## src/common/tgen_pkg.sv

```systemverilog
// Shared constants, state enum and TCDM address map of the traffic generator
// Import inside module bodies, use scoped names in port lists
`default_nettype none

package tgen_pkg;

  // Word and port sizes
  localparam int unsigned addr_width     = 32;
  localparam int unsigned data_width     = 32;
  localparam int unsigned num_tcdm       = 2;
  localparam int unsigned port_idx_width = $clog2(num_tcdm);
  localparam int unsigned stat_width     = 32;

  // Reorder IDs
  localparam int unsigned max_outstanding = 16;
  localparam int unsigned id_width        = $clog2(max_outstanding);

  // Cluster geometry
  localparam int unsigned num_cores      = 16;
  localparam int unsigned core_id_width  = $clog2(num_cores);
  localparam int unsigned num_tiles      = 4;
  localparam int unsigned tile_width     = $clog2(num_tiles);
  localparam int unsigned banks_per_tile = 4;
  localparam int unsigned byte_offset    = 2;
  // Tile field sits right above the bank select bits
  localparam int unsigned tile_lsb       = byte_offset + $clog2(banks_per_tile);

  // TCDM window, size is a power of two
  localparam logic [addr_width-1:0] tcdm_base        = 32'h0000_0000;
  localparam logic [addr_width-1:0] tcdm_size        = 32'h0001_0000;
  localparam logic [addr_width-1:0] tcdm_offset_mask = tcdm_size - 1;

  // Used whenever the seed input is zero, xorshift locks up on zero
  localparam logic [31:0] rng_default_seed = 32'h2545_f491;

  typedef enum logic [1:0] {tgen_idle, tgen_run, tgen_drain, tgen_done} tgen_state_e;

  typedef struct packed {
    logic [addr_width-1:0]     start_addr;
    logic [addr_width-1:0]     end_addr;    // exclusive
    logic [port_idx_width-1:0] port_idx;
  } rule_t;

  // Lower half to port 0, upper half to port 1
  localparam int unsigned num_rules = 2;
  localparam rule_t addr_map [num_rules] = '{
    '{start_addr: 32'h0000_0000, end_addr: 32'h0000_8000, port_idx: 0},
    '{start_addr: 32'h0000_8000, end_addr: 32'h0001_0000, port_idx: 1}
  };

endpackage

`default_nettype wire

```

## src/common/tcdm_if.sv

```systemverilog
// One TCDM port, full-word read request with reorder ID and its response
// Requester takes master, memory side slave, observers the monitor modport
`default_nettype none

interface tcdm_if;
  import tgen_pkg::*;

  logic                  req_valid;
  logic                  req_ready;
  logic [addr_width-1:0] req_addr;
  logic [id_width-1:0]   req_id;
  logic                  resp_valid;
  logic                  resp_ready;
  logic [data_width-1:0] resp_rdata;
  logic [id_width-1:0]   resp_id;

  modport master (
    output req_valid, req_addr, req_id, resp_ready,
    input  req_ready, resp_valid, resp_rdata, resp_id
  );
  modport slave (
    input  req_valid, req_addr, req_id, resp_ready,
    output req_ready, resp_valid, resp_rdata, resp_id
  );
  modport monitor (
    input req_valid, req_ready, req_addr, req_id,
    input resp_valid, resp_ready, resp_rdata, resp_id
  );

endinterface

`default_nettype wire

```

## src/rtl/addr_demux.sv

```systemverilog
// Steers core requests to a TCDM port by the address map
// and merges the port responses back one per cycle with port 0 first
`default_nettype none

module addr_demux (
  input  logic   clk_i,
  input  logic   rst_n_i,
  tcdm_if.slave  core_port,
  tcdm_if.master mem_port [tgen_pkg::num_tcdm]
);
  import tgen_pkg::*;

  logic [port_idx_width-1:0] sel;
  logic [num_tcdm-1:0]       req_ready_vec;
  logic [num_tcdm-1:0]       resp_valid_vec;
  logic [num_tcdm-1:0]       resp_gnt;
  logic [num_tcdm-1:0]       resp_fire_vec;
  logic [data_width-1:0]     resp_rdata_vec [num_tcdm];
  logic [id_width-1:0]       resp_id_vec [num_tcdm];

  // A miss falls through to port 0
  always_comb begin
    sel = '0;
    for (int r = 0; r < num_rules; r++) begin
      if (core_port.req_addr >= addr_map[r].start_addr &&
          core_port.req_addr < addr_map[r].end_addr) begin
        sel = addr_map[r].port_idx;
      end
    end
  end

  // Lowest valid port wins
  assign resp_gnt = resp_valid_vec & ~(resp_valid_vec - 1'b1);

  for (genvar p = 0; p < num_tcdm; p++) begin : gen_port
    assign mem_port[p].req_valid  = core_port.req_valid && (sel == port_idx_width'(p));
    assign mem_port[p].req_addr   = core_port.req_addr;
    assign mem_port[p].req_id     = core_port.req_id;
    // An idle port sees ready high and only a losing port is held off
    assign mem_port[p].resp_ready = core_port.resp_ready &&
                                    (resp_gnt[p] || !mem_port[p].resp_valid);
    assign req_ready_vec[p]  = mem_port[p].req_ready;
    assign resp_valid_vec[p] = mem_port[p].resp_valid;
    assign resp_rdata_vec[p] = mem_port[p].resp_rdata;
    assign resp_id_vec[p]    = mem_port[p].resp_id;
    assign resp_fire_vec[p]  = mem_port[p].resp_valid && mem_port[p].resp_ready;
  end

  assign core_port.req_ready = req_ready_vec[sel];

  always_comb begin
    core_port.resp_valid = |resp_valid_vec;
    core_port.resp_rdata = '0;
    core_port.resp_id    = '0;
    for (int p = 0; p < num_tcdm; p++) begin
      if (resp_gnt[p]) begin
        core_port.resp_rdata = resp_rdata_vec[p];
        core_port.resp_id    = resp_id_vec[p];
      end
    end
  end

  one_resp_per_cycle_a: assert property (@(posedge clk_i) disable iff (!rst_n_i)
    $onehot0(resp_fire_vec));

endmodule

`default_nettype wire

```

## src/rtl/latency_monitor.sv

```systemverilog
// Watches the core port, stamps each ID at request transfer
// and keeps request, response, latency sum and latency maximum counters
`default_nettype none

module latency_monitor (
  input  logic                            clk_i,
  input  logic                            rst_n_i,
  input  logic                            clear_i,
  tcdm_if.monitor                         core_port,
  output logic                            release_o,
  output logic [tgen_pkg::id_width-1:0]   release_id_o,
  output logic [tgen_pkg::stat_width-1:0] issued_o,
  output logic [tgen_pkg::stat_width-1:0] completed_o,
  output logic [tgen_pkg::stat_width-1:0] lat_sum_o,
  output logic [tgen_pkg::stat_width-1:0] lat_max_o
);
  import tgen_pkg::*;

  logic [stat_width-1:0] cycle_q;
  logic [stat_width-1:0] stamp_q [max_outstanding];
  logic [stat_width-1:0] latency;
  logic                  req_fire;
  logic                  resp_fire;

  assign req_fire  = core_port.req_valid && core_port.req_ready;
  assign resp_fire = core_port.resp_valid && core_port.resp_ready;
  assign latency   = cycle_q - stamp_q[core_port.resp_id];

  always_ff @(posedge clk_i) begin
    if (!rst_n_i || clear_i) begin
      cycle_q <= '0;
    end else begin
      cycle_q <= cycle_q + 1'b1;
    end
  end

  always_ff @(posedge clk_i) begin
    if (req_fire) stamp_q[core_port.req_id] <= cycle_q;
  end

  always_ff @(posedge clk_i) begin
    if (!rst_n_i || clear_i) begin
      issued_o    <= '0;
      completed_o <= '0;
      lat_sum_o   <= '0;
      lat_max_o   <= '0;
    end else begin
      if (req_fire) issued_o <= issued_o + 1'b1;
      if (resp_fire) begin
        completed_o <= completed_o + 1'b1;
        lat_sum_o   <= lat_sum_o + latency;
        if (latency > lat_max_o) lat_max_o <= latency;
      end
    end
  end

  // Completion frees the ID in the allocator
  assign release_o    = resp_fire;
  assign release_id_o = core_port.resp_id;

endmodule

`default_nettype wire

```

## src/rtl/tgen_top.sv

```systemverilog
// Traffic generator top with flat TCDM pins, one core's load source
// Pulse start_i with the run settings, wait for done_o, read the statistics
`default_nettype none

module tgen_top (
  input  logic                                                  clk_i,
  input  logic                                                  rst_n_i,
  input  logic                                                  start_i,
  input  logic [31:0]                                           seed_i,
  input  logic [31:0]                                           num_cycles_i,
  input  logic [9:0]                                            req_prob_i,
  input  logic [9:0]                                            seq_prob_i,
  input  logic [tgen_pkg::core_id_width-1:0]                    core_id_i,
  output logic [tgen_pkg::num_tcdm-1:0]                         tcdm_req_valid_o,
  output logic [tgen_pkg::num_tcdm-1:0][tgen_pkg::addr_width-1:0] tcdm_req_addr_o,
  output logic [tgen_pkg::num_tcdm-1:0][tgen_pkg::id_width-1:0] tcdm_req_id_o,
  input  logic [tgen_pkg::num_tcdm-1:0]                         tcdm_req_ready_i,
  input  logic [tgen_pkg::num_tcdm-1:0]                         tcdm_resp_valid_i,
  output logic [tgen_pkg::num_tcdm-1:0]                         tcdm_resp_ready_o,
  input  logic [tgen_pkg::num_tcdm-1:0][tgen_pkg::data_width-1:0] tcdm_resp_rdata_i,
  input  logic [tgen_pkg::num_tcdm-1:0][tgen_pkg::id_width-1:0] tcdm_resp_id_i,
  output logic                                                  done_o,
  output logic [tgen_pkg::stat_width-1:0]                       issued_o,
  output logic [tgen_pkg::stat_width-1:0]                       completed_o,
  output logic [tgen_pkg::stat_width-1:0]                       lat_sum_o,
  output logic [tgen_pkg::stat_width-1:0]                       lat_max_o
);
  import tgen_pkg::*;

  logic [id_width-1:0] next_id;
  logic [id_width-1:0] freed_id;
  logic                full;
  logic                idle;
  logic                alloc;
  logic                id_free;

  tcdm_if core_port ();
  tcdm_if mem_port [num_tcdm] ();

  traffic_gen i_traffic_gen (
    .clk_i, .rst_n_i, .start_i, .seed_i, .num_cycles_i, .req_prob_i, .seq_prob_i,
    .core_id_i, .next_id_i(next_id), .full_i(full), .idle_i(idle),
    .alloc_o(alloc), .done_o, .core_port(core_port)
  );

  // Start also wipes the pending IDs and the statistics
  rob_id_alloc i_rob_id_alloc (
    .clk_i, .rst_n_i, .clear_i(start_i), .alloc_i(alloc), .release_i(id_free),
    .release_id_i(freed_id), .next_id_o(next_id), .full_o(full), .idle_o(idle)
  );

  addr_demux i_addr_demux (.clk_i, .rst_n_i, .core_port(core_port), .mem_port(mem_port));

  latency_monitor i_latency_monitor (
    .clk_i, .rst_n_i, .clear_i(start_i), .core_port(core_port),
    .release_o(id_free), .release_id_o(freed_id),
    .issued_o, .completed_o, .lat_sum_o, .lat_max_o
  );

  for (genvar p = 0; p < num_tcdm; p++) begin : gen_mem_pins
    assign tcdm_req_valid_o[p]    = mem_port[p].req_valid;
    assign tcdm_req_addr_o[p]     = mem_port[p].req_addr;
    assign tcdm_req_id_o[p]       = mem_port[p].req_id;
    assign tcdm_resp_ready_o[p]   = mem_port[p].resp_ready;
    assign mem_port[p].req_ready  = tcdm_req_ready_i[p];
    assign mem_port[p].resp_valid = tcdm_resp_valid_i[p];
    assign mem_port[p].resp_rdata = tcdm_resp_rdata_i[p];
    assign mem_port[p].resp_id    = tcdm_resp_id_i[p];
  end

endmodule

`default_nettype wire

```

## src/traffic_gen/rob_id_alloc.sv

```systemverilog
// Reorder ID allocator, one pending bit per ID
// Hands out the lowest free ID and frees IDs on completion
`default_nettype none

module rob_id_alloc (
  input  logic                          clk_i,
  input  logic                          rst_n_i,
  input  logic                          clear_i,
  input  logic                          alloc_i,
  input  logic                          release_i,
  input  logic [tgen_pkg::id_width-1:0] release_id_i,
  output logic [tgen_pkg::id_width-1:0] next_id_o,
  output logic                          full_o,
  output logic                          idle_o
);
  import tgen_pkg::*;

  logic [max_outstanding-1:0] pending_q;
  logic [max_outstanding-1:0] free_vec;

  assign free_vec = ~pending_q;

  // Scan from the top so the lowest free bit is the last to hit
  always_comb begin
    next_id_o = '0;
    for (int i = max_outstanding - 1; i >= 0; i--) begin
      if (free_vec[i]) next_id_o = id_width'(i);
    end
  end

  always_ff @(posedge clk_i) begin
    if (!rst_n_i || clear_i) begin
      pending_q <= '0;
    end else begin
      if (alloc_i) pending_q[next_id_o] <= 1'b1;
      if (release_i) pending_q[release_id_i] <= 1'b0;
    end
  end

  assign full_o = &pending_q;
  assign idle_o = ~|pending_q;

  release_pending_a: assert property (@(posedge clk_i) disable iff (!rst_n_i)
    release_i |-> pending_q[release_id_i]);

  // The engine must respect the full flag
  no_alloc_full_a: assert property (@(posedge clk_i) disable iff (!rst_n_i)
    alloc_i |-> !full_o);

endmodule

`default_nettype wire

```

## src/traffic_gen/traffic_gen.sv

```systemverilog
// Issue engine of the load generator that runs num_cycles_i creation cycles per start
// Creates random full-word reads and presents them one at a time on core_port
`default_nettype none

module traffic_gen (
  input  logic                               clk_i,
  input  logic                               rst_n_i,
  input  logic                               start_i,
  input  logic [31:0]                        seed_i,
  input  logic [31:0]                        num_cycles_i,
  input  logic [9:0]                         req_prob_i,
  input  logic [9:0]                         seq_prob_i,
  input  logic [tgen_pkg::core_id_width-1:0] core_id_i,
  input  logic [tgen_pkg::id_width-1:0]      next_id_i,
  input  logic                               full_i,
  input  logic                               idle_i,
  output logic                               alloc_o,
  output logic                               done_o,
  tcdm_if.master                             core_port
);
  import tgen_pkg::*;

  tgen_state_e           state_q;
  logic [31:0]           rng_q;
  logic [31:0]           draw_req;
  logic [31:0]           draw_addr;
  logic [31:0]           draw_seq;
  logic [31:0]           run_cnt_q;
  logic                  q_valid_q;
  logic [addr_width-1:0] q_addr_q;
  logic [id_width-1:0]   q_id_q;
  logic [addr_width-1:0] new_addr;
  logic                  create;
  logic                  req_fire;

  function automatic logic [31:0] xorshift32(input logic [31:0] x);
    logic [31:0] y;
    y = x ^ (x << 13);
    y = y ^ (y >> 17);
    y = y ^ (y << 5);
    return y;
  endfunction

  // Scale the upper half-word onto 0..999
  function automatic logic [9:0] per_mille(input logic [31:0] x);
    logic [25:0] prod;
    prod = x[31:16] * 10'd1000;
    return prod[25:16];
  endfunction

  // Three chained steps per cycle give three independent draws
  assign draw_req  = xorshift32(rng_q);
  assign draw_addr = xorshift32(draw_req);
  assign draw_seq  = xorshift32(draw_addr);

  always_comb begin
    new_addr = tcdm_base | (draw_addr & tcdm_offset_mask);
    new_addr[byte_offset-1:0] = '0;
    // Pull the access into the own tile
    if (per_mille(draw_seq) < seq_prob_i) begin
      new_addr[tile_lsb +: tile_width] = core_id_i[core_id_width-1 -: tile_width];
    end
  end

  assign create = (state_q == tgen_run) && !q_valid_q && !full_i &&
                  (per_mille(draw_req) < req_prob_i);
  assign req_fire = core_port.req_valid && core_port.req_ready;

  always_ff @(posedge clk_i) begin
    if (!rst_n_i) begin
      state_q   <= tgen_idle;
      rng_q     <= rng_default_seed;
      run_cnt_q <= '0;
    end else begin
      rng_q <= draw_seq;
      case (state_q)
        tgen_idle, tgen_done: begin
          if (start_i) begin
            rng_q     <= (seed_i != '0) ? seed_i : rng_default_seed;
            run_cnt_q <= '0;
            state_q   <= (num_cycles_i == '0) ? tgen_drain : tgen_run;
          end
        end
        tgen_run: begin
          run_cnt_q <= run_cnt_q + 32'd1;
          if (run_cnt_q == num_cycles_i - 32'd1) state_q <= tgen_drain;
        end
        // Wait for the queue and all outstanding IDs
        tgen_drain: if (!q_valid_q && idle_i) state_q <= tgen_done;
        default: state_q <= tgen_idle;
      endcase
    end
  end

  // Single-entry request queue
  always_ff @(posedge clk_i) begin
    if (!rst_n_i) begin
      q_valid_q <= 1'b0;
    end else if (create) begin
      q_valid_q <= 1'b1;
    end else if (req_fire) begin
      q_valid_q <= 1'b0;
    end
  end

  always_ff @(posedge clk_i) begin
    if (create) begin
      q_addr_q <= new_addr;
      q_id_q   <= next_id_i;
    end
  end

  assign core_port.req_valid  = q_valid_q;
  assign core_port.req_addr   = q_addr_q;
  assign core_port.req_id     = q_id_q;
  assign core_port.resp_ready = 1'b1;
  assign alloc_o = create;
  assign done_o  = (state_q == tgen_done);

  addr_in_window_a: assert property (@(posedge clk_i) disable iff (!rst_n_i)
    core_port.req_valid |-> (core_port.req_addr[byte_offset-1:0] == '0) &&
      ((core_port.req_addr & ~tcdm_offset_mask) == tcdm_base));

endmodule

`default_nettype wire
```

## config.mk

```make
export PLATFORM = sky130hd
export DESIGN_NAME = tgen_top
export DESIGN_NICKNAME = d
export VERILOG_FILES = /design/src/common/tgen_pkg.sv /design/src/common/tcdm_if.sv /design/src/rtl/addr_demux.sv /design/src/rtl/latency_monitor.sv /design/src/rtl/tgen_top.sv /design/src/traffic_gen/rob_id_alloc.sv /design/src/traffic_gen/traffic_gen.sv
export SDC_FILE = /design/constraint.sdc
export NUM_CORES = 2
export LEC_CHECK = 0
export BUFFER_PORTS_ARGS = -buffer_cell sky130_fd_sc_hd__buf_2
export CAP_MARGIN = 40
export CELL_PAD_IN_SITES_DETAIL_PLACEMENT = 1
export CELL_PAD_IN_SITES_GLOBAL_PLACEMENT = 1
export CORE_UTILIZATION = 44
export CTS_BUF_LIST = sky130_fd_sc_hd__clkbuf_2 sky130_fd_sc_hd__clkbuf_4 sky130_fd_sc_hd__clkbuf_8
export DETAILED_ROUTE_END_ITERATION = 10
export PLACE_DENSITY_LB_ADDON = 0.1
export SLEW_MARGIN = 20
export SYNTH_ARGS = -nofsm -noshare
export SYNTH_HDL_FRONTEND = slang
export SYNTH_SLANG_ARGS = --single-unit
```

## constraint.sdc

```tcl
create_clock -name clk_i -period 10 [get_ports clk_i]
set_clock_uncertainty 0.1 [all_clocks]
set_input_delay 3 -clock clk_i [delete_from_list [all_inputs] [get_ports clk_i]]
set_output_delay 3 -clock clk_i [all_outputs]
set_load 0.005 [all_outputs]
```

# Word-level counts from Yosys, hierarchy flattened
# Memories as Yosys holds them, arrays and structs flattened.
# Index checks and enable logic that the tools add are counted.
dict set report classes {
  addsub 8
  multipliers 2
  order_cmp 10
  n_eq_ne 7
  n_mux 43
  n_bitwise 16
  n_reduce_logical 31
}
# operator n
set ops {}
lappend ops {{32-bit bitwise XOR} 6}
lappend ops {{32-bit by 1-bit adder with 32-bit output, second input constant} 4}
lappend ops {{32-bit two-way mux} 4}
lappend ops {{32-bit by 15-bit bitwise XOR with 32-bit output} 3}
lappend ops {{4-bit two-way mux} 18}
lappend ops {{32-bit case mux with 2 select lines} 1}
lappend ops {{16-bit two-way mux} 3}
lappend ops {{16-bit by 7-bit multiplier with 23-bit output, second input constant} 2}
lappend ops {{32-bit adder} 1}
lappend ops {{32-bit equality test} 1}
lappend ops {{32-bit greater-than comparator} 1}
lappend ops {{32-bit logical NOT} 1}
lappend ops {{16-bit NOT} 2}
lappend ops {{32-bit nonzero test} 1}
lappend ops {{32-bit by 1-bit subtractor with 32-bit output, second input constant} 1}
lappend ops {{32-bit subtractor} 1}
lappend ops {{10-bit < comparator} 2}
lappend ops {{16-bit by 17-bit < comparator with 1-bit output, second input constant} 1}
lappend ops {{16-bit bitwise AND} 1}
lappend ops {{16-bit >= comparator, second input constant} 1}
lappend ops {{16-bit OR} 1}
lappend ops {{16-bit AND reduction} 1}
lappend ops {{16-bit OR reduction} 1}
lappend ops {{1-bit logical AND} 10}
lappend ops {{other kinds (22)} 49}
dict set report totals {
  reg_bits 261
  ram_bits 512
  inputBits 167
  out_inout_bits 205
  word_cells 130
  memories 1
}
# memory depth width read_ports rd_clocked_by_memory_dff write_ports line_no
set memory_table {}
lappend memory_table {i_latency_monitor.stamp_q 16 32 1 0 1 latency_monitor.sv:20} ;# logic [stat_width-1:0] stamp_q [max_outstanding];

# Logic depth before layout (Yosys ltp)
dict set report depth {
  depth_word 26
  mapped_depth 41
  ltp_nobuf 36
}

# Hierarchy
# From an unflattened synthesis, not the netlist that was laid out.
dict set report hier_totals {
  hier_cells 3608
  hier_area_um2 43210.2
}
# module n_inst cells_each area_per_inst_um2 seq_area_each_um2
set modules_own_cells {}
lappend modules_own_cells {latency_monitor 1 2000 29380.7 18577.8}
lappend modules_own_cells {traffic_gen 1 1294 11761.3 1881.8}
lappend modules_own_cells {addr_demux 1 197 1124.8 0.0}
lappend modules_own_cells {rob_id_alloc 1 113 913.4 320.3}
lappend modules_own_cells {tgen_top 1 4 30.0 0.0}

# Least setup slack after synthesis
# No wires, ideal clock.
dict set report synth_timing {
  path_kind {input -> register}
  start {input port tcdm_resp_valid_i[1] (netlist bit)}
  end {register i_latency_monitor.lat_max_o[22] (netlist bit)}
  setup_ns 0.134
  arrival_ns 10.523
  required_ns 9.766
  setup_slack_ns -0.757
  path_stages 38
  n_path_buf 5
  cell_sequence {nor2b_1 clkbuf_1 a22oi_1 clkbuf_1 buf_1 buf_1 nand2_1 a311oi_1 a311oi_1 a31o_2 ha_1 nor2b_1 o21ai_0 a21boi_0 o21ai_0 a21boi_0 o21ai_0 a211oi_1 [2 not listed] a21oi_1 o41ai_1 xnor2_1 ha_1 a21o_1 a21oi_1 nor2b_1 o21ai_0 nand2b_1 a21oi_1 nor2b_1 o21ai_0 nand2b_1 a2111oi_1 nor2_1 clkbuf_1 nor4b_1 or4_1}
}
dict set report synth_via {
  elab_chain_cells 8
  elab_cells_between_ends 9
  cone_classes {add/sub: 2; order compare: 1; mux: 1; bitwise: 2; reduce/logical: 2; memory: 1}
}
# item line_no
set synth_lines {}
lappend synth_lines {{start, declared} tgen_top.sv:18} ;# input logic [tgen_pkg::num_tcdm-1:0] tcdm_resp_valid_i,
lappend synth_lines {{2-bit by 1-bit subtractor with 2-bit output} addr_demux.sv:33} ;# assign resp_gnt = resp_valid_vec & ~(resp_valid_vec - 1'b1);
lappend synth_lines {{2-bit NOT} addr_demux.sv:33}
lappend synth_lines {{2-bit bitwise AND (*)} addr_demux.sv:33}
lappend synth_lines {{4-bit two-way mux (*)} addr_demux.sv:56} ;# if (resp_gnt[p]) begin
lappend synth_lines {{memory 16 x 32 bit (*)} -}
lappend synth_lines {{32-bit subtractor (*)} latency_monitor.sv:27} ;# assign latency = cycle_q - stamp_q[core_port.resp_id];
lappend synth_lines {{via i_latency_monitor.latency[25]} latency_monitor.sv:21} ;# logic [stat_width-1:0] latency;
lappend synth_lines {{32-bit greater-than comparator (*)} latency_monitor.sv:52} ;# if (latency > lat_max_o) lat_max_o <= latency;
lappend synth_lines {{2-bit AND reduction (no source line) (*)} -}
lappend synth_lines {{end signal, assigned} latency_monitor.sv:52}
lappend synth_lines {{end, declared} latency_monitor.sv:15} ;# output logic [tgen_pkg::stat_width-1:0] lat_max_o
# Mark *: on every way through the listed nets, which the timed path passes. The rest lies on a longest branch.
# A chain may end at the register's enable or synchronous reset.

# Worst setup path in the final report
dict set report layout_timing {
  start {input port tcdm_resp_valid_i[1] (netlist bit)}
  end {register i_latency_monitor.lat_sum_o[31] (netlist bit)}
}
dict set report layout_via {
  elab_chain_cells 7
  elab_cells_between_ends 8
  cone_classes {add/sub: 3; mux: 1; bitwise: 2; reduce/logical: 1; memory: 1}
}
# item line_no
set layout_lines {}
lappend layout_lines {{2-bit by 1-bit subtractor with 2-bit output} addr_demux.sv:33}
lappend layout_lines {{2-bit NOT} addr_demux.sv:33}
lappend layout_lines {{2-bit bitwise AND (*)} addr_demux.sv:33}
lappend layout_lines {{4-bit two-way mux (*)} addr_demux.sv:56}
lappend layout_lines {{memory 16 x 32 bit (*)} -}
lappend layout_lines {{32-bit subtractor (*)} latency_monitor.sv:27}
lappend layout_lines {{via i_latency_monitor.latency[14]} latency_monitor.sv:21}
lappend layout_lines {{32-bit adder (*)} latency_monitor.sv:51} ;# lat_sum_o <= lat_sum_o + latency;
lappend layout_lines {{end signal, assigned} latency_monitor.sv:51}
lappend layout_lines {{end, declared} latency_monitor.sv:14} ;# output logic [tgen_pkg::stat_width-1:0] lat_sum_o,
# Marks and branches as above.

==> flow_metrics.env <==
export IMPL_outcome="completed"
export IMPL_yosys_warnings=0
export IMPL_io_pins=372
export IMPL_seq_area_um2=20800
export IMPL_syn2layout_area_growth_pct=16.5
export IMPL_place_hpwl_um=84800
export IMPL_antenna_found_initial=2
export IMPL_finalCritPeriodShare=0.942
export IMPL_fillers=10625
export IMPL_syn_area_per_cell_um2=10.3
export IMPL_setup_viol=0
export IMPL_required_ns=10.64
export IMPL_timing_final_hold_violations=0
export IMPL_wl_per_cell_um=21.0
export IMPL_drt_iter0_markers=2238
export IMPL_ant_nets=0
export IMPL_initial_core_util=0.447
export IMPL_track_usage=0.254
export IMPL_cts_tree="built"
export IMPL_grt_pass1_vias=33318
export IMPL_critical_path_class="in2reg"
export IMPL_netlist_area_um2=42800
export IMPL_ys_seq_area_frac=0.486
export IMPL_period_minus_slack_ns=9.42
export IMPL_nets=5095
export IMPL_cts_num_sinks=773
export IMPL_critPathArrivalTime_ns=10.05
export IMPL_root_buffer="clkbuf_8"
export IMPL_grt_max_degree=76
export IMPL_rsz0062_at_grt="false"
export IMPL_htreeDepth=4
export IMPL_cts_setup_buffers=0
export IMPL_ys_flop_type="edfxtp_1"
export IMPL_critPathLaunchType="input pin"
export IMPL_ys_types=80
export IMPL_fmax_ghz=0.106
export IMPL_viasPerCell=5.41
export IMPL_yosys_register_bits=773
export IMPL_layout_cells_non_filler=5978
export IMPL_multiInputGateArea_um2=20300
export IMPL_route_met2_wl_um=59600
export IMPL_drt_pre_antenna_iters=5
export IMPL_crit_fanout=12
export IMPL_wirelength_met1_um=57100
export IMPL_post_place_cells=5723
export IMPL_fp_row_count=113
export IMPL_place_gp_congestion=0.859
export IMPL_cts_made_buffers=135
export IMPL_rrSetupSlack_ns=0.90
export IMPL_whs_ns=0.372
export IMPL_tightest_slew_ns=0.864
export IMPL_crit_family="compound AO/OA/AOI/OAI gates"
export IMPL_layout_drive_gt1_share=0.174
export IMPL_via_count=32340
export IMPL_grt_pass1_wl_um=194000
export IMPL_fin_util=0.521
export IMPL_clock_latency_ns=0.82
export IMPL_slew_viol_final=0
export IMPL_top_layer="met4"
export IMPL_synth_edf_count=530
export IMPL_path_buf_inv=4
export IMPL_placed_area_um2=46900
export IMPL_die_area_um2=98400
export IMPL_most_common_layout_cells="686 x nand2_1, 530 x edfxtp_1, 319 x nand3_1"
export IMPL_finalWirelength_um=125000
export IMPL_design_area_um2=49800
export IMPL_postSynthCellCount=4150
export IMPL_slowest_stage="fa_1"
export IMPL_met3_length_um=6520
export IMPL_die_w_um=314
export IMPL_core_area_um2=95600
export IMPL_ys_async_sr_fraction=0
export IMPL_ctsHoldBuffers=0
export IMPL_cts_buffer_depth=3
export IMPL_min_path_type="reg2reg"
export IMPL_grt_overflow_total=0
export IMPL_drc_errors=0
export IMPL_final_common_cell="nand2_1"
export IMPL_cap_violations=0
export IMPL_end_kind="flip-flop"
export IMPL_slowest_delay_ns=0.42
export IMPL_port_buffers=268
export IMPL_clk_pin_slew_ns=0.05
export IMPL_die_h_um=314
export IMPL_relSlewSlack=0.420
-- what timing repair did --
action,CTS,global route
endpoints found under the setup margin,0,7
endpoints found under the hold margin,0,0
gates resized for setup,0,1
-- cells in the mapped netlist, types with 13 or more instances --
cell	n	area, um2
or3_1	36	225
nor4_1	21	131
a31o_2	30	263
nand3_1	319	1600
inv_1	244	916
edfxtp_1	530	15900
nand2b_1	19	119
and3_1	73	457
nand2_1	686	2570
a311oi_1	68	596
ha_1	219	2740
nor2b_1	32	200
and2_1	17	106
nor2_1	256	961
buf_4	58	435
fa_1	106	2120
a22o_1	14	123
o21bai_1	16	120
xnor2_1	213	1870
a31oi_1	13	81.3
xor2_1	166	1450
nor3_1	59	295
a21boi_0	14	105
o21a_1	21	158
clkbuf_1	149	559
dfxtp_1	243	4860
mux2i_1	44	440
a21o_1	47	353
o21ai_0	92	460
nand4_1	46	288
buf_1	14	52.6
a21oi_1	145	726
-- state kept, by name (all words and copies together), names as in the netlist --
register / count
i_latency_monitor.stamp_q: 512
i_latency_monitor.completed_o: 32
i_latency_monitor.cycle_q: 32
i_latency_monitor.issued_o: 32
i_latency_monitor.lat_max_o: 32
i_latency_monitor.lat_sum_o: 32
i_traffic_gen.rng_q: 32
i_traffic_gen.run_cnt_q: 32
i_rob_id_alloc.pending_q: 16
i_traffic_gen.core_port.req_addr: 14
i_traffic_gen.core_port.req_id: 4
i_traffic_gen.state_q: 2
i_traffic_gen.core_port.req_valid: 1
-- layer usage --
layer / up-vias / GRT usage
met5: - / 0
met4: 0 / 0.0662
met3: 133 / 0.0400
met2: 736 / 0.416
met1: 16122 / 0.350
li1: 15349 / -
-- path summary, 6_finish.rpt --
| check | startpoint | to | cells past startpoint |
|---|---|---|---|
| max reg2reg | i_traffic_gen.rng_q[16] | i_traffic_gen.core_port.req_addr[5] | 32 |
| min | i_latency_monitor.lat_sum_o[29] | i_latency_monitor.lat_sum_o[29] | 2 |
| max | tcdm_resp_valid_i[1] | i_latency_monitor.lat_sum_o[31] | 37 |
| min reg2reg | i_latency_monitor.lat_sum_o[29] | i_latency_monitor.lat_sum_o[29] | 2 |
-- area by class of cell --
cell class / instances / area share
clock inverter: 43 / 0.00691
inverter: 244 / 0.0184
sequential: 773 / 0.417
antenna: 4 / 0.000201
tap: 1265 / 0.0318
timing repair buffer: 507 / 0.0683
clock buffer: 200 / 0.0496
multi-input combinational: 2942 / 0.408
-- stage by stage --
| step | worst slack, ns | TNS [ns] |
|---|---|---|
| 2_1_floorplan | 0.00288 | 0 |
| 3_3_place_gp | -0.168 | -2.19 |
| 3_5_place_dp | -0.277 | -5.11 |
| 4_1_cts | 0.583 | 0 |
| 5_1_grt | 0.0689 | 0 |
| 6_report | 0.583 | 0 |
-- kinds of logic after synthesis --
family,after synthesis,synth area share
simple gates,1598,0.169
buf+inv,470,0.0465
mux,46,0.0108
fa+ha+maj,325,0.114
compound gates,537,0.0855
xor+xnor,399,0.0879
flops,773,0.486
other cells,2,0.000176
-- worst min-delay path: stages, from the launching register on --
cell and delay [ns]:
dfxtp_1 0.32, nand2_1 0.06, a21oi_1 0.05
Power is left out: the tool's default activity adds up to more than one toggle a clock period on the data nets, which glitch-free logic cannot reach.
